--- config.mk ---
export PLATFORM = sky130hd
export DESIGN_NAME = layer_priority
export DESIGN_NICKNAME = d
export VERILOG_FILES = /design/src/rtl/colmix_pkg.sv /design/src/rtl/layer_priority.sv
export SDC_FILE = /design/constraint.sdc
export NUM_CORES = 2
export LEC_CHECK = 0
export BUFFER_PORTS_ARGS = -buffer_cell sky130_fd_sc_hd__buf_2
export CORE_AREA = 10 10 522 575
export DETAILED_ROUTE_END_ITERATION = 8
export DIE_AREA = 0 0 532 585
export GPL_TIMING_DRIVEN = 0
export PLACE_DENSITY = 0.51
export SKIP_CTS_REPAIR_TIMING = 1
export SYNTH_ARGS = -nofsm -noshare
export SYNTH_HDL_FRONTEND = slang
export SYNTH_SLANG_ARGS = --single-unit
--- constraint.sdc ---
create_clock -name clk -period 4.5 [get_ports clk]
set_input_delay 0 -clock clk [delete_from_list [all_inputs] [get_ports clk]]
set_output_delay 0 -clock clk [all_outputs]
set_load 0.005 [all_outputs]
--- src/rtl/colmix_pkg.sv ---
// Shared widths, bus structs, state encodings and AXI register map for the colour mixer
package colmix_pkg;

    localparam int PAL_DEPTH  = 1024;
    localparam int PRIO_DEPTH = 1024;

    typedef logic [7:0]  layer_pix_t;
    typedef logic [9:0]  pal_addr_t;
    typedef logic [9:0]  prio_addr_t;
    typedef logic [15:0] axi_addr_t;
    typedef logic [31:0] axi_data_t;
    typedef logic [3:0]  axi_strb_t;

    // Priority table entry, the layer that wins the pixel
    typedef enum logic [1:0] {BA0, OBJ, BA1, BA2} layer_sel_e;

    typedef enum logic [1:0] {IDLE, WR_RESP, RD_WAIT, RD_RESP} axil_state_e;

    typedef struct packed {
        logic [7:0] red;
        logic [7:0] green;
        logic [7:0] blue;
    } color_t;

    typedef struct packed {
        layer_pix_t ba0;
        layer_pix_t obj;
        layer_pix_t ba1;
        layer_pix_t ba2;
    } layers_t;

    // Same bit layout as the CTRL register, layer_en[0] is BA0
    typedef struct packed {
        logic [3:0] layer_en;
        logic [2:0] prisel;
    } ctrl_t;

    // be[0] blue, be[1] green, be[2] red
    typedef struct packed {
        logic       we;
        pal_addr_t  addr;
        color_t     data;
        logic [2:0] be;
    } pal_wr_t;

    typedef struct packed {
        logic       we;
        prio_addr_t addr;
        layer_sel_e sel;
    } prio_wr_t;

    typedef struct packed {
        logic pxl_cen;
        logic hblank_n;
        logic vblank_n;
    } vid_t;

    localparam ctrl_t CTRL_RESET = '{layer_en: 4'hf, prisel: 3'd0};

    localparam axi_addr_t PAL_BASE  = 16'h0000;
    localparam axi_addr_t PRIO_BASE = 16'h1000;
    localparam axi_addr_t CTRL_ADDR = 16'h2000;

    localparam logic [1:0] RESP_OKAY   = 2'b00;
    localparam logic [1:0] RESP_SLVERR = 2'b10;

endpackage

--- src/rtl/layer_priority.sv ---
// Layer selection stage: priority table lookup from transparency flags, yields the palette index
`timescale 1ns/1ps

module layer_priority (
    input  logic                  clk,
    input  logic                  reset,
    input  logic                  pxl_cen,
    input  colmix_pkg::layers_t   layers,
    input  colmix_pkg::ctrl_t     ctrl,
    input  colmix_pkg::prio_wr_t  prio_wr,
    output colmix_pkg::pal_addr_t pal_addr
);

    colmix_pkg::layer_sel_e prio_mem [colmix_pkg::PRIO_DEPTH];
    colmix_pkg::prio_addr_t prio_idx;
    colmix_pkg::prio_addr_t prio_addr_q;
    colmix_pkg::layers_t    pix_q;
    colmix_pkg::layer_sel_e sel;
    colmix_pkg::layer_pix_t sel_pix;
    logic                   ba0_clear;
    logic                   obj_clear;
    logic                   ba1_clear;
    logic                   ba2_clear;

    // Transparent on a zero colour code or a disabled layer
    assign ba0_clear = ~|layers.ba0[3:0] | ~ctrl.layer_en[0];
    assign obj_clear = ~|layers.obj[3:0] | ~ctrl.layer_en[1];
    // BA1 only looks at three bits here
    assign ba1_clear = ~|layers.ba1[2:0] | ~ctrl.layer_en[2];
    assign ba2_clear = ~|layers.ba2[3:0] | ~ctrl.layer_en[3];

    assign prio_idx = {ctrl.prisel, ba0_clear, layers.obj[7], obj_clear,
                       layers.ba1[7], layers.ba1[3], ba1_clear, ba2_clear};

    always_ff @(posedge clk) begin
        if (prio_wr.we) begin
            prio_mem[prio_wr.addr] <= prio_wr.sel;
        end
    end

    // Pixels travel with the table index
    always_ff @(posedge clk) begin
        if (pxl_cen) begin
            pix_q <= layers;
        end
    end

    assign sel = prio_mem[prio_addr_q];

    always_comb begin
        case (sel)
            colmix_pkg::BA0: sel_pix = pix_q.ba0;
            colmix_pkg::OBJ: sel_pix = pix_q.obj;
            colmix_pkg::BA1: sel_pix = pix_q.ba1;
            default:         sel_pix = pix_q.ba2;
        endcase
    end

    always_ff @(posedge clk) begin
        if (reset) begin
            prio_addr_q <= '0;
            pal_addr    <= '0;
        end else if (pxl_cen) begin
            prio_addr_q <= prio_idx;
            // Layer number lands in the top two bits
            pal_addr    <= {sel, sel_pix};
        end
    end

endmodule

==> out/metrics.yaml <==
worstReg2RegEnd: "pal_addr[2]"
cp_top_family: "compound AO/OA/AOI/OAI gates"
drv_slew: 131
placedCellCount: 8818
cp_slowest_cell: "nor2_4"
synthFlopType: "edfxtp_1"
cts_root_buf: "clkbuf_16"
min_path_type: "in2reg"
synth.top_cells.by_count: "edfxtp_1, nor2_1, mux4_2, clkbuf_1, mux2i_1"
status: "finished with violations"
io_pins: 65
fin_nets: 5506
cts_made_buffers: 222
area_delta_synth_final_pct: 21.1
firstDrtPassIters: 8
violations: "negative hold slack, max-capacitance violations, max-slew violations, negative setup slack"
insertion_delay_ns: 0.88
synthAdderAreaFrac_pct: 0
synth-simple-area-share_pct: 6.58
hold_path.startpoint: "reset"
grtUsageMet2_pct: 34.2
netlist.area_leader.share_pct: 72.6
critPathKind: "reg2reg"
arrival_ns: 5.56
postSynthNetCount: 4902
synth_cell_types: 77
synth_xor_xnor_area_share_pct: 0
grt_use_met3_pct: 7.03
yosys_warnings: 0
path_buf_inv: 4
synth_cells: 4847
synthTopCellsByArea: "edfxtp_1, mux4_2, nor2_1, mux2i_1, clkbuf_1"
synth.largest_area_cell: "edfxtp_1"
post-route-util_pct: 36.2
max-slew-margin-rel_pct: -9.81
vias: 53600
tns_ns: -2.05
worstPathRequired_ns: 5.26
portBuffers: 63
clock.fmax_mhz: 209
synthMuxAreaShare_pct: 15.5
path_max_fanout: 11
p_total_mw: 43.8
worst_slew_pin_slew_ns: 1.65
skew_ns: 0.0289
antenna_found_initial: 54
slowest_delay_ns: 0.86
core_area_um2: 288000
drive_gt1_share_pct: 25.7
grt_pass1_wl_mm: 474
final-instance-count-excl-fill: 9521
synth.most_common_cell: "edfxtp_1"
netlist_area_um2: 86000
power_density_nw_per_um2: 421
grt.overflow.total: 0
num_rows: 207
cts_max_level: 4
period_needed_ns: 4.80
hpwl_mm: 237
p_leak_nw: 31.5
track_usage_pct: 22.5
drtAntennaViolNets: 0
cts.clk_slew.worst_paths_ns: 0.06
crit_path_cell_trace: "buf_2 -> clkbuf_2 -> clkbuf_4 -> clkbuf_4 -> nor2_4 -> a22oi_1 -> a311oi_1 -> a211oi_2 -> a221o_2 -> nand3_4 -> mux2_2 -> a221o_1"
period_share_pct: 107
ys_ff_latch: 2110
avgSynthCellArea_um2: 17.7
drc: 0
fin_ws_ns: -0.296
gp_congestion: 0.980
grt_max_degree: 176
synth_top_family_by_area: "multiplexers"
holdPathEnd: "pal_addr[7]"
finalSetupViolations: 8
die_area_um2: 311000
hold_violations: 10
whs_ns: -0.237
wl_per_cell_um: 38.3
rsz0062_at_grt: "true"
cp-start-kind: "register"
drt_iter0_drc: 9413
maxCapViolations: 15
die_x_um: 532
clock_sinks: 2110
holdPathStages: 4
synth_compound_area_share_pct: 2.40
die_h_um: 585
cp-end-kind: "register"
grt_busiest_layer: "met2"
cts_tree: "yes"
clockBufferDepth: 3
rr_worst_depth: 12
cp_common_cell: "clkbuf_4"
seq_area_frac_synth_pct: 73.3
wl_mm: 365
reg2reg_setup_slack_ns: -0.30
grt_pass1_vias: 51100
synthArstFlopShare_pct: 0
synth_edf_count: 2080
pre_cts_ws_ns: -3.62
use_met1_pct: 28.2
initial_core_util_pct: 29.9
vias_per_cell: 5.62
ir_drop_uv: 499
[worst max path at each step]
stage	start	end	slack (ns)	depth (start not counted)
after floorplan	register	pal_addr[7]	0.60	14
after global placement	prio_wr[0]	prio_mem[216][0]	-10.58	1
after detailed placement	register	pal_addr[6]	-3.62	16
after CTS	register	pal_addr[6]	-3.64	16
after global routing	register	pal_addr[0]	-0.16	18
final	register	pal_addr[2]	-0.30	12
[layout by cell type (no fill, tap or decap), types with 22 or more instances in the layout]
master,netlist,routed
nor3_1,26,23
a21oi_1,39,37
clkinv_1,1,48
a22oi_1,47,47
dlygate4sd3_1,0,98
mux4_2,506,506
buf_12,1,80
mux2i_1,164,156
diode_2,0,30
nor2_1,1071,1058
buf_8,3,28
nand3_1,31,29
clkbuf_2,0,68
buf_4,20,156
buf_6,30,37
clkinv_2,0,44
dfxtp_1,30,27
buf_16,0,68
nor2b_1,34,29
edfxtp_1,2080,2080
buf_2,82,72
mux2_2,22,22
clkbuf_16,0,227
clkbuf_1,191,155
a211oi_1,31,25
nand2_1,120,119
buf_1,62,46
[power breakdown]
part,leakage [nW],internal [mW],switching [mW]
clock network,3.37,9.89,7.96
registers,19.0,21.6,0.0371
logic,9.19,1.56,2.76
total,31.5,33.1,10.8
[cell type report]
class	instances	area (um2)
fill	27100	184000
sequential	2110	63100
multi-input combinational	2345	21500
clock buffer	278	5840
tap	3866	4840
buffer	382	3940
timing repair buffer	387	3930
clock inverter	120	1010
antenna	30	75.1
inverter	3	15.0
[through the flow]
step / instance area, um2 / hold slack, ns
after floorplan: 86000 / 0.0810
after global placement: 91200 / 0.178
after detailed placement: 92200 / 0.178
after CTS: 99000 / -0.762
after global routing: 104000 / -0.230
final: 104000 / -0.237
[cell families after synthesis]
group / after synthesis
AOI/OAI and AO/OA: 272
and+or+nand+nor: 1379
DFF: 2110
buffers and inverters: 392
muxes: 694
[worst reg2reg max path, cell delays in order, from the launching register on]
cell and delay, ns:
dfxtp_1 0.29, buf_2 0.26, clkbuf_2 0.30, clkbuf_4 0.36, clkbuf_4 0.41, nor2_4 0.89, a22oi_1 0.26, a311oi_1 0.37
a211oi_2 0.13, a221o_2 0.49, nand3_4 0.21, mux2_2 0.41, a221o_1 0.30
[layer usage]
layer / vias to the layer above / wire, um
li1: 20400 / -
met1: 28500 / 134000
met2: 3855 / 162000
met3: 840 / 43500
met4: 20 / 25400
met5: - / 192
[registers in the layout, indices dropped and copies added (netlist names), named ones only]
signal and count:
prio_addr_q 10, prio_mem 2048, pix_q 32, pal_addr 10
No activity file was read; power rests on OpenSTA's default activity.
