<file path="src/rtl/colmix_pkg.sv">
// Shared widths, bus structs, state encodings and AXI register map for the colour mixer
package colmix_pkg;

    localparam int PAL_DEPTH  = 1024;
    localparam int PRIO_DEPTH = 1024;

    typedef logic [7:0]  layer_pix_t;
    typedef logic [9:0]  pal_addr_t;
    typedef logic [9:0]  prio_addr_t;
    typedef logic [15:0] axi_addr_t;
    typedef logic [31:0] axi_data_t;
    typedef logic [3:0]  axi_strb_t;

    // Priority table entry, the layer that wins the pixel
    typedef enum logic [1:0] {BA0, OBJ, BA1, BA2} layer_sel_e;

    typedef enum logic [1:0] {IDLE, WR_RESP, RD_WAIT, RD_RESP} axil_state_e;

    typedef struct packed {
        logic [7:0] red;
        logic [7:0] green;
        logic [7:0] blue;
    } color_t;

    typedef struct packed {
        layer_pix_t ba0;
        layer_pix_t obj;
        layer_pix_t ba1;
        layer_pix_t ba2;
    } layers_t;

    // Same bit layout as the CTRL register, layer_en[0] is BA0
    typedef struct packed {
        logic [3:0] layer_en;
        logic [2:0] prisel;
    } ctrl_t;

    // be[0] blue, be[1] green, be[2] red
    typedef struct packed {
        logic       we;
        pal_addr_t  addr;
        color_t     data;
        logic [2:0] be;
    } pal_wr_t;

    typedef struct packed {
        logic       we;
        prio_addr_t addr;
        layer_sel_e sel;
    } prio_wr_t;

    typedef struct packed {
        logic pxl_cen;
        logic hblank_n;
        logic vblank_n;
    } vid_t;

    localparam ctrl_t CTRL_RESET = '{layer_en: 4'hf, prisel: 3'd0};

    localparam axi_addr_t PAL_BASE  = 16'h0000;
    localparam axi_addr_t PRIO_BASE = 16'h1000;
    localparam axi_addr_t CTRL_ADDR = 16'h2000;

    localparam logic [1:0] RESP_OKAY   = 2'b00;
    localparam logic [1:0] RESP_SLVERR = 2'b10;

endpackage

</file>
<file path="src/rtl/blank_delay.sv">
// Blanking alignment: delays the blank flags by the pipeline depth and blacks out blanked colour
`timescale 1ns/1ps

module blank_delay (
    input  logic               clk,
    input  logic               reset,
    input  colmix_pkg::vid_t   vid,
    input  colmix_pkg::color_t color_in,
    output colmix_pkg::color_t color,
    output logic               hblank_n_dly,
    output logic               vblank_n_dly
);

    logic [2:0]         hb_sr;
    logic [2:0]         vb_sr;
    colmix_pkg::color_t color_q;

    always_ff @(posedge clk) begin
        if (reset) begin
            hb_sr <= '0;
            vb_sr <= '0;
        end else if (vid.pxl_cen) begin
            hb_sr <= {hb_sr[1:0], vid.hblank_n};
            vb_sr <= {vb_sr[1:0], vid.vblank_n};
        end
    end

    // Palette output captured with the last flag stage
    always_ff @(posedge clk) begin
        if (vid.pxl_cen) begin
            color_q <= color_in;
        end
    end

    assign hblank_n_dly = hb_sr[2];
    assign vblank_n_dly = vb_sr[2];
    assign color        = (hblank_n_dly && vblank_n_dly) ? color_q : '0;

endmodule

</file>
<file path="config.mk">
export PLATFORM = sky130hd
export DESIGN_NAME = blank_delay
export DESIGN_NICKNAME = d
export VERILOG_FILES = /design/src/rtl/colmix_pkg.sv /design/src/rtl/blank_delay.sv
export SDC_FILE = /design/constraint.sdc
export NUM_CORES = 1
export LEC_CHECK = 0
export BUFFER_PORTS_ARGS = -buffer_cell sky130_fd_sc_hd__buf_4
export CAP_MARGIN = 20
export CORE_MARGIN = 2
export CORE_UTILIZATION = 47
export CTS_CLUSTER_DIAMETER = 40
export DETAILED_ROUTE_END_ITERATION = 7
export MAX_ROUTING_LAYER = met4
export PLACE_DENSITY = 0.8
export SYNTH_ARGS = -nofsm -noshare
export SYNTH_HDL_FRONTEND = slang
export SYNTH_SLANG_ARGS = --single-unit
</file>
<file path="constraint.sdc">
create_clock -name clk -period 1.4 [get_ports clk]
set_input_delay 0.07 -clock clk [delete_from_list [all_inputs] [get_ports clk]]
set_output_delay 0.07 -clock clk [all_outputs]
set_load 0.01 [all_outputs]
</file>
==> out/qor.csv, run 1 <==
stage,metric,value,unit
global_route,grt ovf,0,
clock_tree,clock buffer depth,2,
yosys,#FFs+latches synth,30,
drt,DR iter-0 viols,32,
power,combinational share of power,9.8,%
power,clock network power share,28.1,%
status,status,finished clean,
setup_path,WS Path Type,reg2out,
sta,period utilisation layout,87.7,%
global_route,vias in the first global route,948,
drt,Pre-antenna DRT Iters,4,
clock_tree,clk_lat worst skew,0.32,ns
power,Leakage Power,0.897,nW
setup_path,reg2reg setup slack,0.65,ns
min_path,worst min path class,in2reg,
yosys,Mapped Cells,71,
floorplanning,Core Region,2230,um2
job,Max-Cap Viols,0,
power,Seq pwr share,62.1,%
min_path,hold wc startpoint,vid[2],
power,Internal Power,1.34,mW
setup_path,WP data arrival,1.16,ns
yosys,Unique masters post-synth,9,
sta,"Hold Vio Cnt, Final",0,
drt,Wirelength per Cell,17.0,um
sta,max_slew headroom,73.1,%
clock_tree,H-tree depth,2,
floorplanning,die width,52.9,um
floorplanning,Std-Cell Rows,17,
floorplanning,DIE HEIGHT,52.9,um
drt,vias,937,
floorplanning,top-level port count,55,
drt,Post-DRT Antenna Nets,0,
drt,DR DRC count,0,
clock_tree,root buf cell,clkbuf_4,
clock_tree,Clock Pin Slew Worst Setup and Hold Paths,0.09,ns
power,Sw Pwr,0.355,mW
yosys,"Seq/Total Area, Yosys",74.9,%
setup_path,worst reg2reg path startpoint,vb_sr[2],
layout,Antenna diodes,0,
placed_design,Post-DP HPWL,1.53,mm
global_route,largest net degree at the start of global routing,31,
sta,Tightest Pin Transition,0.403,ns
layout,layout cell share with drive strength beyond 1,42.7,%
global_route,initial antenna violation count,0,
sta,TNS Setup,0,ns
power,Sw Share,21.0,%
setup_path,crit-path max FO,26,
yosys,Mapped Area,1120,um2
clock_tree,CTS Buf Count,5,
setup_path,CP Launch Point,hb_sr[2],
sta,RSZ-0062 raised after global routing,no,
placed_design,Routability Congestion,0.736,
setup_path,Setup crit end kind,primary output,
setup_path,Worst setup SP type,flop,
yosys,yosys warns,0,
floorplanning,Initial Utilization,50.3,%
setup_path,Worst EP required,1.33,ns
power,Cell Pwr Density,910,nW/um2
clock_tree,CTS sink cnt,30,
power,overall power,1.69,mW
drt,Vias per Instance,5.06,
clock_tree,CTS tree,built,
sta,Post-Route Skew,0.00221,ns
layout,Non-Filler Instances,185,
global_route,first-pass GRT wire length,4.61,mm
drt,Routed WL,3.15,mm
sta,Fmax,0.815,GHz
layout,nets,185,
global_route,overall routing resource usage,25.7,%
placed_design,# port buffers,54,
clock_tree,Post-CTS Setup Bufs,0,
power,worst vdd ir,0.000968,V
floorplanning,die area,2790,um2
yosys,Synth Net Count,100,
sta,Final Setup Violations,0,
placed_design,placed insts,150,
yosys,syn_area_per_cell,15.8,um2
sta,Final Max Tran Viols,0,
sta,Final min period,1.23,ns
layout,synthesis-to-finish area growth,65.6,%
-- state kept, by name, summed over array words and instances (netlist names) --
| signal | count |
|---|---|
| hb_sr | 3 |
| vb_sr | 3 |
| color_q | 24 |
-- worst max-delay path, cell delays in order (launching register included) --
cell     delay [ns]
dfxtp_4        0.48
and3_1         0.23
buf_4          0.13
-- cell families (layout without fill, tap and decap cells) --
kind of cell / count (synthesis) / in the layout / synth area share [%]
AND/OR/NAND/NOR: 30 / 30 / 15.9
multiplexers: 6 / 6 / 5.35
flip-flops: 30 / 30 / 74.9
buffers and inverters: 5 / 91 / 3.79
-- power by group through the flow --
stage	logic [mW]	clock network (mW)	registers, mW
3_5_place_dp	0.0953	0	1.07
3_3_place_gp	0.0915	0	1.06
5_1_grt	0.174	0.520	1.05
2_1_floorplan	0.0209	0	1.06
6_report	0.165	0.476	1.05
4_1_cts	0.155	0.467	1.05
-- worst paths after layout --
path	cells after the start	end
setup reg to reg	3	vb_sr[2]
setup / recovery	2	color[20]
hold / removal	1	color_q[4]
hold reg to reg	2	hb_sr[2]
-- cell usage in the layout, fill, tap and decap left out, drive strengths merged --
cell type / instances
clkbuf: 8
nor2: 6
edfxtp: 24
mux2i: 6
dlygate4sd3: 27
dfxtp: 6
and3: 24
buf: 56
-- per-layer routing --
layer | track usage (%) | wire length [um] | part of all wire, % | vias up
met1 | 29.5 | 1260 | 40 | 449
li1 | - | - | - | 432
met3 | 9.32 | 239 | 7.6 | 7
met4 | 9.83 | 50 | 1.6 | 0
met5 | - | 0 | 0 | -
met2 | 41.5 | 1600 | 51 | 49
-- synth_stat cells, drive strengths merged --
library cell | instances | area share (%)
dfxtp | 6 | 11
mux2i | 6 | 5.4
buf | 5 | 3.8
and3 | 24 | 14
nor2 | 6 | 2.0
edfxtp | 24 | 64
-- what timing repair did --
action,CTS,global route
gates cloned,0,0
setup endpoints to repair,24,1
endpoints found under the hold margin,30,0
resized for setup,1,1
hold buffers,27,0
-- stage by stage --
stage	cell area [um2]	utilization, %	hold WS, ns	setup slack [ns]
after floorplan	1120	-	0.142	0.537
after global placement	1540	68.7	0.249	0.286
after detailed placement	1540	68.7	0.250	0.216
after CTS	1860	83.1	0.191	0.0916
after global routing	1860	83.2	0.182	0.109
final	1860	83.2	0.197	0.173
-- final cells by class --
cell class	instances	area, um2
clock buffer	8	48.8
fill	109	375
multi-input combinational	36	239
sequential	30	845
tap	28	35.0
timing repair buffer	83	691
No activity file was read; power rests on OpenSTA's default activity.
==> run 2: changes to the inputs <==
Clock period 1.4 ns to 1.5 ns, I/O delays scaled along.
==> out/qor.csv, run 2 (synthesis gave the netlist of run 1 again) <==
stage,metric,value,unit,change
placed_design,# port buffers,54,,unchanged
drt,DR iter-0 viols,46,,+44%
placed_design,Post-DP HPWL,1.48,mm,-3.2%
clock_tree,clk_lat worst skew,0.32,ns,about the same
setup_path,Worst setup SP type,flop,,
placed_design,Routability Congestion,0.741,,+0.58%
layout,# fillers,94,,-14%
layout,Multi-input gate area,239,um2,unchanged
clock_tree,H-tree depth,2,,unchanged
floorplanning,Initial Utilization,50.3,%,unchanged
sta,max_slew headroom,73.1,%,about the same
global_route,largest net degree at the start of global routing,31,,unchanged
drt,Routed WL,3.63,mm,+15%
floorplanning,die area,2790,um2,unchanged
layout,"leading cell type in the layout, fill and taps excluded",buf_4,,
drt,Post-DRT Antenna Nets,0,,unchanged
clock_tree,CTS tree,built,,
setup_path,Worst EP required,1.42,ns,+0.09 ns
floorplanning,Core Region,2230,um2,unchanged
sta,TNS Setup,0,ns,unchanged
setup_path,WP data arrival,1.35,ns,+0.19 ns
sta,Final Setup Violations,0,,unchanged
status,status,finished clean,,
drt,DR DRC count,0,,unchanged
floorplanning,die width,52.9,um,unchanged
drt,Pre-antenna DRT Iters,4,,unchanged
layout,synthesis-to-finish area growth,64.8,%,
global_route,first-pass GRT wire length,5.42,mm,+18%
clock_tree,Clock Pin Slew Worst Setup and Hold Paths,0.09,ns,about the same
sta,Fmax,0.700,GHz,
layout,post-route cell area,1850,um2,-0.47%
layout,utilization after layout,82.8,%,-0.39 points
layout,Antenna diodes,0,,unchanged
sta,Final min period,1.43,ns,
clock_tree,root buf cell,clkbuf_4,,
drt,Wirelength per Cell,19.8,um,+16%
global_route,overall routing resource usage,30.5,%,+4.8 points
clock_tree,clock buffer depth,2,,unchanged
sta,Post-Route Skew,0.00143,ns,-0.000786 ns
sta,"Hold Vio Cnt, Final",0,,unchanged
layout,most frequent cells in the layout,"buf_4, dlygate4sd3_1, edfxtp_1, and3_1",,
drt,Vias per Instance,5.31,,+4.9%
power,Leakage Power,0.893,nW,-0.38%
global_route,initial antenna violation count,0,,unchanged
layout,layout cell share with drive strength beyond 1,43.9,%,+1.2 points
layout,Largest regs,"color_q x24, hb_sr x3, vb_sr x3",,
layout,max FFs per register,24,,unchanged
min_path,worst min path class,in2reg,,
drt,vias,972,,+3.7%
layout,Seq. cell area,843,um2,-0.15%
layout,Top reg by flops,color_q,,
global_route,grt ovf,0,,unchanged
global_route,vias in the first global route,1031,,+8.8%
clock_tree,Post-CTS Setup Bufs,0,,unchanged
power,Cell Pwr Density,887,nW/um2,-2.6%
layout,nets,183,,-1.1%
sta,Final Max Tran Viols,0,,unchanged
sta,Tightest Pin Transition,0.403,ns,-0.0000784 ns
floorplanning,top-level port count,55,,unchanged
job,Max-Cap Viols,0,,unchanged
setup_path,WS Path Type,reg2out,,
floorplanning,Std-Cell Rows,17,,unchanged
power,worst vdd ir,0.000879,V,-9.1%
sta,period utilisation layout,95.3,%,
setup_path,crit-path max FO,16,,-38%
clock_tree,CTS sink cnt,30,,unchanged
clock_tree,CTS Buf Count,5,,unchanged
sta,RSZ-0062 raised after global routing,no,,
setup_path,Setup crit end kind,primary output,,
floorplanning,DIE HEIGHT,52.9,um,unchanged
sta,Final Worst Setup Slack,0.0709,ns,-0.102 ns
placed_design,pre-CTS setup slack,0.339,ns,+0.123 ns
power,overall power,1.64,mW,-3.0%
placed_design,Post-DP Area,1530,um2,-0.49%
run 2: critical path, cell delays in order (launching register included):
cell	delay, ns
dfxtp_2	0.44
buf_4	0.22
and3_1	0.22
buf_4	0.15
run 2: metrics by stage:
stage	hold WS, ns	std cells
after floorplan	0.147	71
after global placement	0.253	149
after detailed placement	0.254	149
after CTS	0.0105	183
after global routing	0.0494	183
final	0.0187	183
run 2: per-layer routing:
| metal | up-vias | track usage, % | wire [um] |
|---|---|---|---|
| met5 | - | - | 0 |
| met4 | 0 | 8.97 | 40 |
| met3 | 6 | 7.63 | 244 |
| met2 | 55 | 53.8 | 2020 |
| met1 | 483 | 34.4 | 1330 |
| li1 | 428 | - | - |
run 2: final timing paths:
| check | from | endpoint | slack [ns] | cells past startpoint |
|---|---|---|---|---|
| worst max-delay path | vb_sr[2] | color[11] | 0.07 | 3 |
| worst min-delay path | vid[1] | hb_sr[0] | 0.02 | 3 |
| worst max register to register | hb_sr[2] | hb_sr[2] | 0.62 | 2 |
| worst min register to register | hb_sr[0] | hb_sr[0] | 0.54 | 2 |
run 2: area by class of cell:
type                    instances  area share (%)
clock buffers                   8            3.18
multi-input cells              36            12.9
flip-flops and latches         30            45.6
well taps                      28            1.89
repair buffers                 81            36.4
run 2: what timing repair did:
| item | 4_1_cts | 5_1_grt |
|---|---|---|
| hold endpoints to repair | 30 | 0 |
| hold buffers | 26 | 0 |
| gates resized for setup | 1 | 1 |
| setup endpoints to repair | 6 | 15 |
run 2: power by group:
| part | leakage, nW | switching, mW | internal, mW |
|---|---|---|---|
| clock | 0.0326 | 0.270 | 0.231 |
| sequential | 0.285 | 0.0238 | 0.962 |
| combinational | 0.576 | 0.0536 | 0.0992 |
