**config.mk**
```make
export PLATFORM = sky130hd
export DESIGN_NAME = video_timer
export DESIGN_NICKNAME = d
export VERILOG_FILES = /design/src/rtl/colmix_pkg.sv /design/src/rtl/video_timer.sv
export SDC_FILE = /design/constraint.sdc
export NUM_CORES = 1
export LEC_CHECK = 0
export BUFFER_PORTS_ARGS = -buffer_cell sky130_fd_sc_hd__buf_2
export CAP_MARGIN = 20
export CORE_AREA = 10 10 47 49
export CTS_BUF_LIST = sky130_fd_sc_hd__clkbuf_8 sky130_fd_sc_hd__clkbuf_16
export DETAILED_ROUTE_END_ITERATION = 10
export DIE_AREA = 0 0 57 59
export SYNTH_ARGS = -nofsm -noshare
export SYNTH_HDL_FRONTEND = slang
export SYNTH_SLANG_ARGS = --single-unit
```
**constraint.sdc**
```tcl
create_clock -name clk -period 1.8 [get_ports clk]
set_input_delay 0.36 -clock clk [delete_from_list [all_inputs] [get_ports clk]]
set_output_delay 0.36 -clock clk [all_outputs]
set_load 0.01 [all_outputs]
```
**src/rtl/colmix_pkg.sv**
```systemverilog
// Shared widths, bus structs, state encodings and AXI register map for the colour mixer
package colmix_pkg;

    localparam int PAL_DEPTH  = 1024;
    localparam int PRIO_DEPTH = 1024;

    typedef logic [7:0]  layer_pix_t;
    typedef logic [9:0]  pal_addr_t;
    typedef logic [9:0]  prio_addr_t;
    typedef logic [15:0] axi_addr_t;
    typedef logic [31:0] axi_data_t;
    typedef logic [3:0]  axi_strb_t;

    // Priority table entry, the layer that wins the pixel
    typedef enum logic [1:0] {BA0, OBJ, BA1, BA2} layer_sel_e;

    typedef enum logic [1:0] {IDLE, WR_RESP, RD_WAIT, RD_RESP} axil_state_e;

    typedef struct packed {
        logic [7:0] red;
        logic [7:0] green;
        logic [7:0] blue;
    } color_t;

    typedef struct packed {
        layer_pix_t ba0;
        layer_pix_t obj;
        layer_pix_t ba1;
        layer_pix_t ba2;
    } layers_t;

    // Same bit layout as the CTRL register, layer_en[0] is BA0
    typedef struct packed {
        logic [3:0] layer_en;
        logic [2:0] prisel;
    } ctrl_t;

    // be[0] blue, be[1] green, be[2] red
    typedef struct packed {
        logic       we;
        pal_addr_t  addr;
        color_t     data;
        logic [2:0] be;
    } pal_wr_t;

    typedef struct packed {
        logic       we;
        prio_addr_t addr;
        layer_sel_e sel;
    } prio_wr_t;

    typedef struct packed {
        logic pxl_cen;
        logic hblank_n;
        logic vblank_n;
    } vid_t;

    localparam ctrl_t CTRL_RESET = '{layer_en: 4'hf, prisel: 3'd0};

    localparam axi_addr_t PAL_BASE  = 16'h0000;
    localparam axi_addr_t PRIO_BASE = 16'h1000;
    localparam axi_addr_t CTRL_ADDR = 16'h2000;

    localparam logic [1:0] RESP_OKAY   = 2'b00;
    localparam logic [1:0] RESP_SLVERR = 2'b10;

endpackage

```
**src/rtl/video_timer.sv**
```systemverilog
// Raster timer: pixel clock enable, line/frame counters and active-low blanking for the layers
`timescale 1ns/1ps

module video_timer #(
    parameter int  PXL_DIV  = 2,
    parameter int  H_TOTAL  = 20,
    parameter int  H_ACTIVE = 16,
    parameter int  V_TOTAL  = 10,
    parameter int  V_ACTIVE = 8,
    localparam int HW       = $clog2(H_TOTAL),
    localparam int VW       = $clog2(V_TOTAL)
) (
    input  logic             clk,
    input  logic             reset,
    output colmix_pkg::vid_t vid,
    output logic [HW-1:0]    h_count,
    output logic [VW-1:0]    v_count
);

    localparam int DIV_W = (PXL_DIV > 1) ? $clog2(PXL_DIV) : 1;

    logic [DIV_W-1:0] div_cnt;
    logic             cen;

    // One enable per PXL_DIV clocks, on the last count
    assign cen = (div_cnt == DIV_W'(PXL_DIV - 1));

    always_ff @(posedge clk) begin
        if (reset) begin
            div_cnt <= '0;
            h_count <= '0;
            v_count <= '0;
        end else begin
            div_cnt <= cen ? '0 : div_cnt + 1'b1;
            if (cen) begin
                if (h_count == HW'(H_TOTAL - 1)) begin
                    h_count <= '0;
                    // Line wrap steps the frame counter
                    v_count <= (v_count == VW'(V_TOTAL - 1)) ? '0 : v_count + 1'b1;
                end else begin
                    h_count <= h_count + 1'b1;
                end
            end
        end
    end

    assign vid.pxl_cen  = cen;
    assign vid.hblank_n = (h_count < HW'(H_ACTIVE));
    assign vid.vblank_n = (v_count < VW'(V_ACTIVE));

    // Enable must be a single-cycle pulse when dividing
    a_cen_pulse: assert property (
        @(posedge clk) disable iff (reset)
        (PXL_DIV > 1 && vid.pxl_cen) |=> !vid.pxl_cen
    );

endmodule

```
==> reports/metrics.yaml, run 1 <==
status: "complete, no violations"
cts_resized: 0
power.density_nw_per_um2: 830
sequentialPowerShare_pct: 47.4
setup_viol: 0
postCtsHoldBufs: 0
syn2layout_area_growth_pct: 25.7
crit_arrival_ns: 1.79
timing.final.crit_share_pct: 90.2
n_fill_cell: 155
route.met3.wl_um: 36
dp_hpwl_um: 758
rr_startpoint: "h_count[0]"
power_frac_comb_pct: 6.1
critical_path.endpoint: "v_count[1]"
hold_viol: 0
cts_root_buffer: "clkbuf_8"
rows: 14
ys_seq_area_share_pct: 42.3
met1_length_um: 470
timing.fmax_ghz: 0.616
grt_max_degree: 11
fin_crit_ns: 1.62
die_h_um: 59
cts_tree: "done"
leakagePower_nw: 0.248
layout_commonest_cell: "buf_2"
antenna_found_initial: 0
cp.required_ns: 1.97
placed_cells: 83
reg2reg_to: "v_count[1]"
setup_tns_ns: 0
cap_violations: 0
cp_max_fo: 8
ys.warnings.count: 0
initial_utilization_pct: 33.8
worstMarginPinSlew_ns: 0.299
cts.clk_slew.worst_paths_ns: 0.05
p_sw_uw: 106
syn_nets: 59
p_int_uw: 387
slew_headroom_pct: 79.9
io_buffers: 13
worstSetupPathType: "reg -> reg"
cts.path.max_buffers: 2
grt_usage_pct: 6.88
start_kind: "flop"
drc: 0
final_cells: 86
ant_nets: 0
cts.htree.levels: 1
multi_input_area_um2: 238
worstRegToRegCells: 4
cts_buffers: 3
clockPowerShare_pct: 46.5
synth_cell_types: 25
drtIter0Drc: 2
io_pins: 14
avgSynthCellArea_um2: 8.45
vias: 431
post_cts_buffers: 0
grt.overflow.total: 0
first_pass_iters: 3
skew_ns: 0.00194
swShare_pct: 21.5
r2r_setup_slack_ns: 0.18
drt_wl_total_um: 1060
cts_sinks: 10
wl_per_cell_um: 12.3
hold_class: "in -> reg"
rsz0062_at_grt: "false"
core_area_um2: 1400
drv_slew: 0
crit_start: "h_count[0]"
nets: 75
netlist_instances: 56
wl_met2_um: 499
grt_pass1_vias: 419
gp_congestion: 0.782
antenna_cells: 0
vias_per_cell: 5.01
fin_hold_ws_ns: 0.411
seq_area_um2: 200
insertion_delay_ns: 0.24
syn-cell-area_um2: 473
peakVddDrop_mv: 0.472
yosys_register_bits: 10
grt_pass1_wl_um: 1790
top_layer_used: "met4"
die_x_um: 57
drive_gt1_share_pct: 25.7
endpoint_kind: "flop"
dieArea_um2: 3360
final_cell_mix: "13 x buf_2, 10 x dfxtp_1, 6 x a21oi_1"
metrics by stage:
step | instance area (µm²) | worst slack, ns | total power [mW] | utilization [%]
6_report | 594 | 0.177 | 0.493 | 42.4
4_1_cts | 594 | 0.165 | 0.500 | 42.4
2_1_floorplan | 473 | 0.282 | 0.258 | -
3_5_place_dp | 553 | 0.203 | 0.268 | 39.5
3_3_place_gp | 553 | 0.253 | 0.268 | 39.5
5_1_grt | 594 | 0.0402 | 0.512 | 42.4
Yosys cell counts:
library cell | count | area, µm²
nor3_1 | 3 | 15.0
nand3_1 | 1 | 5.00
nand3b_1 | 1 | 7.51
or4_1 | 2 | 15.0
nand2_1 | 3 | 11.3
buf_2 | 1 | 5.00
xnor2_1 | 1 | 8.76
nand4_1 | 1 | 6.26
dfxtp_1 | 10 | 200
xor2_1 | 2 | 17.5
ha_1 | 1 | 12.5
o31ai_1 | 1 | 7.51
or3_1 | 2 | 12.5
and4b_1 | 1 | 10.0
nor2_1 | 2 | 7.51
and3b_1 | 1 | 8.76
inv_1 | 4 | 15.0
and2b_1 | 1 | 7.51
clkbuf_1 | 2 | 7.51
buf_4 | 1 | 7.51
nor2b_1 | 2 | 12.5
nand4bb_1 | 1 | 11.3
o21ai_0 | 5 | 25.0
a21oi_1 | 6 | 30.0
a31oi_1 | 1 | 6.26
how the worst min path moves through the flow:
stage | cells past startpoint | endpoint | start
5_1_grt | 2 | cen | reset
3_5_place_dp | 2 | h_count[1] | h_count[1]
3_3_place_gp | 2 | v_count[0] | v_count[0]
2_1_floorplan | 2 | h_count[1] | h_count[1]
6_report | 2 | cen | reset
4_1_cts | 2 | cen | reset
state kept, by name, summed over array words and instances (netlist names):
name     count
cen          1
v_count      4
h_count      5
cell type report:
cell class | instances | share of cell area (%)
Clock buffer | 3 | 6.95
Timing Repair Buffer | 15 | 13.5
Sequential cell | 10 | 33.7
Inverter | 4 | 2.53
Tap cell | 16 | 3.37
Multi-Input combinational cell | 38 | 40.0
cell families (layout without fill, tap and decap cells):
group	count (synthesis)	after routing	share of synthesized area (%)
AND/OR/NAND/NOR	21	21	27.5
AO/OA/AOI/OAI	13	13	14.6
flip-flops	10	10	42.3
buffers and inverters	8	22	7.41
XOR/XNOR	3	3	5.56
adder cells (fa/ha/maj)	1	1	2.65
power groups by stage:
stage	sequential, mW	clock [mW]	combinational, mW
finish	0.234	0.229	0.0303
global route	0.234	0.243	0.0344
CTS	0.233	0.235	0.0313
detailed placement	0.237	0	0.0305
global placement	0.237	0	0.0302
floorplan	0.239	0	0.0192
worst max-delay path: stages, from the launching register on:
cell	delay (ns)
dfxtp_1	0.37
ha_1	0.20
nand4bb_1	0.28
or4_1	0.58
a21oi_1	0.13
routing by layer:
| metal | up-vias | GRT usage (%) |
|---|---|---|
| met2 | 8 | 10.7 |
| met1 | 192 | 7.04 |
| met4 | 0 | 8.05 |
| met5 | - | 0 |
| li1 | 226 | - |
| met3 | 5 | 1.50 |
Note: power is estimated with default switching activity, not from simulation.
==> inputs of run 2 (changes only) <==
--- a/config.mk
+++ b/config.mk
@@ -11,6 +11,7 @@
 export CTS_BUF_LIST = sky130_fd_sc_hd__clkbuf_8 sky130_fd_sc_hd__clkbuf_16
 export DETAILED_ROUTE_END_ITERATION = 10
 export DIE_AREA = 0 0 57 59
+export REMOVE_ABC_BUFFERS = 1
 export SYNTH_ARGS = -nofsm -noshare
 export SYNTH_HDL_FRONTEND = slang
 export SYNTH_SLANG_ARGS = --single-unit
==> run 2 against run 1 <==
Effect of this change:
- power rose by 11%
- flip-flop and latch count is the same
- die area unchanged
- critical path depth is the same
- cell count increased by 1.2%
- sequential power about the same
- clock power is 24% higher
- worst setup slack better by 0.042 ns
==> reports/metrics.yaml, run 2 (same netlist as run 1, synthesis figures left out) <==
cts.htree.levels: 1
cts.clk_slew.worst_paths_ns: 0.05
layout_commonest_cell: "buf_2"
cts_sinks: 10
largest_register_ffs: 5
rr_startpoint: "h_count[0]"
cts_buffers: 3
crit_arrival_ns: 1.75
crit_start: "h_count[0]"
die_x_um: 57
power.density_nw_per_um2: 896
vias: 414
grt.overflow.total: 0
top_register: "h_count"
final_cell_mix: "13 x buf_2, 10 x dfxtp_1, 6 x a21oi_1"
grt_pass1_wl_um: 1740
ant_nets: 0
placed_cells: 83
post-route-util_pct: 43.4
skew_ns: 0.00412
antenna_cells: 0
drc: 0
postCtsHoldBufs: 0
peakVddDrop_mv: 0.625
first_pass_iters: 2
final_cells: 87
drv_slew: 0
reg2reg_to: "v_count[1]"
worstRegToRegCells: 4
start_kind: "flop"
drt_wl_total_um: 1030
post_cts_buffers: 0
cap_violations: 0
cts_root_buffer: "clkbuf_8"
rsz0062_at_grt: "false"
worstSetupPathType: "reg -> reg"
hold_class: "in -> reg"
cp_max_fo: 7
drive_gt1_share_pct: 26.8
dpl_worst_slack_ns: 0.243
gp_congestion: 0.673
slew_headroom_pct: 83.4
io_pins: 14
cts.path.max_buffers: 2
whs_path_depth: 2
dieArea_um2: 3360
cp.required_ns: 1.97
leakagePower_nw: 0.255
critical_path.slowest_cell: "or4_1"
hold_viol: 0
r2r_setup_slack_ns: 0.22
antenna_found_initial: 0
grt_pass1_vias: 402
dp_hpwl_um: 750
insertion_delay_ns: 0.24
critical_path.endpoint: "v_count[1]"
core_area_um2: 1400
grt_max_degree: 11
vias_per_cell: 4.76
status: "complete, no violations"
timing.final.crit_share_pct: 87.8
syn2layout_area_growth_pct: 28.6
cpPeakStageDelay_ns: 0.56
drtIter0Drc: 2
setup_tns_ns: 0
die_h_um: 59
setup_slack_ns: 0.219
worstMarginPinSlew_ns: 0.248
wl_per_cell_um: 11.8
cts_resized: 0
timing.fmax_ghz: 0.633
io_buffers: 13
path_cells: "ha_1, nand4bb_1, or4_1, a21oi_1"
fin_crit_ns: 1.58
endpoint_kind: "flop"
initial_utilization_pct: 33.8
grt_usage_pct: 6.63
setup_viol: 0
cts_tree: "done"
nets: 75
rows: 14
run 2: layer usage:
layer  vias up  track usage [%]  wire, µm
li1        225                -         -
met1       174             7.31       499
met2        11             9.30       436
met3         4             3.00        57
met4         0             6.04        33
met5         -                0         0
run 2: final cells by class:
type                    instances  area, µm²
fillers                       146        793
multi-input cells              38        238
flip-flops and latches         10        200
repair buffers                 15       80.1
clock buffers                   4       55.1
well taps                      16       20.0
inverters                       4       15.0
run 2: worst min-delay path by stage:
stage          startpoint    endpoint  slack [ns]
6_report            reset  v_count[0]        0.41
5_1_grt             reset         cen        0.43
4_1_cts             reset         cen        0.41
3_5_place_dp   h_count[1]  h_count[1]        0.49
3_3_place_gp   h_count[1]  h_count[1]        0.48
2_1_floorplan       reset         cen        0.43
run 2: worst max-delay path: cells and delay by family, from the launching register on:
family | cells | cell delay [ns]
and+or+nand+nor | 2 | 0.80
adders and majority gates | 1 | 0.21
DFF | 1 | 0.38
AOI/OAI and AO/OA | 1 | 0.13
run 2: per-stage QoR:
| step | total power, mW | hold slack, ns | area, µm² |
|---|---|---|---|
| floorplan | 0.252 | 0.427 | 453 |
| global placement | 0.268 | 0.482 | 553 |
| detailed placement | 0.267 | 0.495 | 553 |
| CTS | 0.556 | 0.413 | 608 |
| global route | 0.563 | 0.431 | 608 |
| finish | 0.545 | 0.411 | 608 |
run 2: report_power, final:
part | switching [mW] | leakage [nW] | internal [mW]
registers | 0.00590 | 0.0812 | 0.228
clock network | 0.0902 | 0.0288 | 0.192
logic | 0.0161 | 0.145 | 0.0127
==> inputs of run 3 (changes only) <==
--- a/config.mk
+++ b/config.mk
@@ -11,6 +11,7 @@
 export CTS_BUF_LIST = sky130_fd_sc_hd__clkbuf_8 sky130_fd_sc_hd__clkbuf_16
 export DETAILED_ROUTE_END_ITERATION = 10
 export DIE_AREA = 0 0 57 59
+export PLACE_DENSITY_LB_ADDON = 0.1
 export REMOVE_ABC_BUFFERS = 1
 export SYNTH_ARGS = -nofsm -noshare
 export SYNTH_HDL_FRONTEND = slang
==> constraint.sdc (replaced) <==
create_clock -name clk -period 2 [get_ports clk]
set_input_delay 0.4 -clock clk [delete_from_list [all_inputs] [get_ports clk]]
set_output_delay 0.4 -clock clk [all_outputs]
set_load 0.01 [all_outputs]
==> run 3 against run 2 <==
Effect of this change:
- power shrank 20%
- critical endpoint unchanged
- first-iteration DRC count grew to 3.0 times the previous value
- critical path type unchanged
- cell count shrank 3.4%
- clock skew shrank 0.0010 ns
- highest routed layer unchanged
==> reports/metrics.yaml, run 3 (same netlist as run 1, synthesis figures left out) <==
first_pass_iters: 4
rr_startpoint: "h_count[0]"
cts_buffers: 3
gp_congestion: 0.669
grt.overflow.total: 0
power.density_nw_per_um2: 755
postCtsHoldBufs: 0
cp.required_ns: 2.17
die_h_um: 59
vias_per_cell: 5.07
drt_wl_total_um: 1060
dp_hpwl_um: 760
syn2layout_area_growth_pct: 22.5
nets: 73
io_buffers: 13
hold_start: "reset"
wl_per_cell_um: 12.7
top_register: "h_count"
worstMarginPinSlew_ns: 0.338
skew_ns: 0.00311
rsz0062_at_grt: "false"
peakVddDrop_mv: 0.415
hold_viol: 0
fin_hold_ws_ns: 0.461
start_kind: "flop"
dieArea_um2: 3360
drtIter0Drc: 6
cap_violations: 0
drive_gt1_share_pct: 23.5
slew_headroom_pct: 77.4
drc: 0
antenna_cells: 0
multi_input_area_um2: 238
r2r_setup_slack_ns: 0.33
grt_usage_pct: 6.87
cts.clk_slew.worst_paths_ns: 0.04
crit_arrival_ns: 1.83
final_cell_mix: "13 x buf_2, 10 x dfxtp_1, 6 x a21oi_1"
cts_root_buffer: "clkbuf_8"
fin_crit_ns: 1.67
placed_cell_area_um2: 538
cts_tree: "done"
whs_path_depth: 2
setup_tns_ns: 0
core_area_um2: 1400
vias: 426
endpoint_kind: "flop"
insertion_delay_ns: 0.23
antenna_found_initial: 0
hold_end: "cen"
cts.htree.levels: 1
rows: 14
ant_nets: 0
initial_utilization_pct: 33.8
reg2reg_to: "v_count[1]"
n_fill_cell: 158
cts_resized: 0
status: "complete, no violations"
post-route-util_pct: 41.3
grt_pass1_wl_um: 1750
io_pins: 14
grt_pass1_vias: 377
drv_slew: 0
worstRegToRegCells: 4
design_area_um2: 579
seq_area_um2: 200
timing.fmax_ghz: 0.600
grt_max_degree: 11
hold_class: "in -> reg"
cts_sinks: 10
layout_commonest_cell: "buf_2"
die_x_um: 57
leakagePower_nw: 0.239
cp_max_fo: 10
largest_register_ffs: 5
post_cts_buffers: 0
cts.path.max_buffers: 2
worstSetupPathType: "reg -> reg"
timing.final.crit_share_pct: 83.3
setup_viol: 0
## run 3: cell types whose count changed in the layout (fill, tap and decap cells not counted), sizes merged
cell	previous run	this run
buf	15	13
clkbuf	4	3
## run 3: metrics by stage
| stage | worst slack [ns] | std cells | total power [mW] |
|---|---|---|---|
| after floorplan | 0.439 | 52 | 0.227 |
| final | 0.334 | 84 | 0.437 |
| after global placement | 0.394 | 81 | 0.239 |
| after CTS | 0.325 | 84 | 0.451 |
| after global routing | 0.157 | 84 | 0.464 |
| after detailed placement | 0.337 | 81 | 0.239 |
## run 3: layout make-up
cell class,count,share of cell area [%]
clock buffer,3,7.13
tap,16,3.46
timing repair buffer,13,11.2
sequential,10,34.6
inverter,4,2.59
multi-input combinational,38,41.0
## run 3: where the power goes
group          total [mW]  internal [mW]  switching (mW)  leakage, nW
Clock               0.203          0.131          0.0717       0.0216
Sequential          0.212          0.205         0.00720       0.0812
Combinational      0.0219        0.00980          0.0121        0.136
## run 3: critical path, stage by stage, from the launching register on
cell and delay [ns]:
dfxtp_1 0.38, ha_1 0.20, nand4bb_1 0.30, or4_1 0.59
a21oi_1 0.13
## run 3: worst max path at each step
stage	endpoint	slack, ns	start	cells past startpoint
detailed placement	v_count[1]	0.34	h_count[0]	4
floorplan	v_count[1]	0.44	h_count[0]	4
global route	v_count[1]	0.16	h_count[0]	4
CTS	v_count[1]	0.32	h_count[0]	4
finish	v_count[1]	0.33	h_count[0]	4
global placement	v_count[1]	0.39	h_count[0]	4
## run 3: layer usage
layer  GRT usage (%)  vias to the layer above  wire length (µm)
met5               0                        -                 0
met4            5.03                        0                19
met3            5.58                        4               114
met2            9.15                       15               463
met1            7.00                      186               468
li1                -                      221                 -
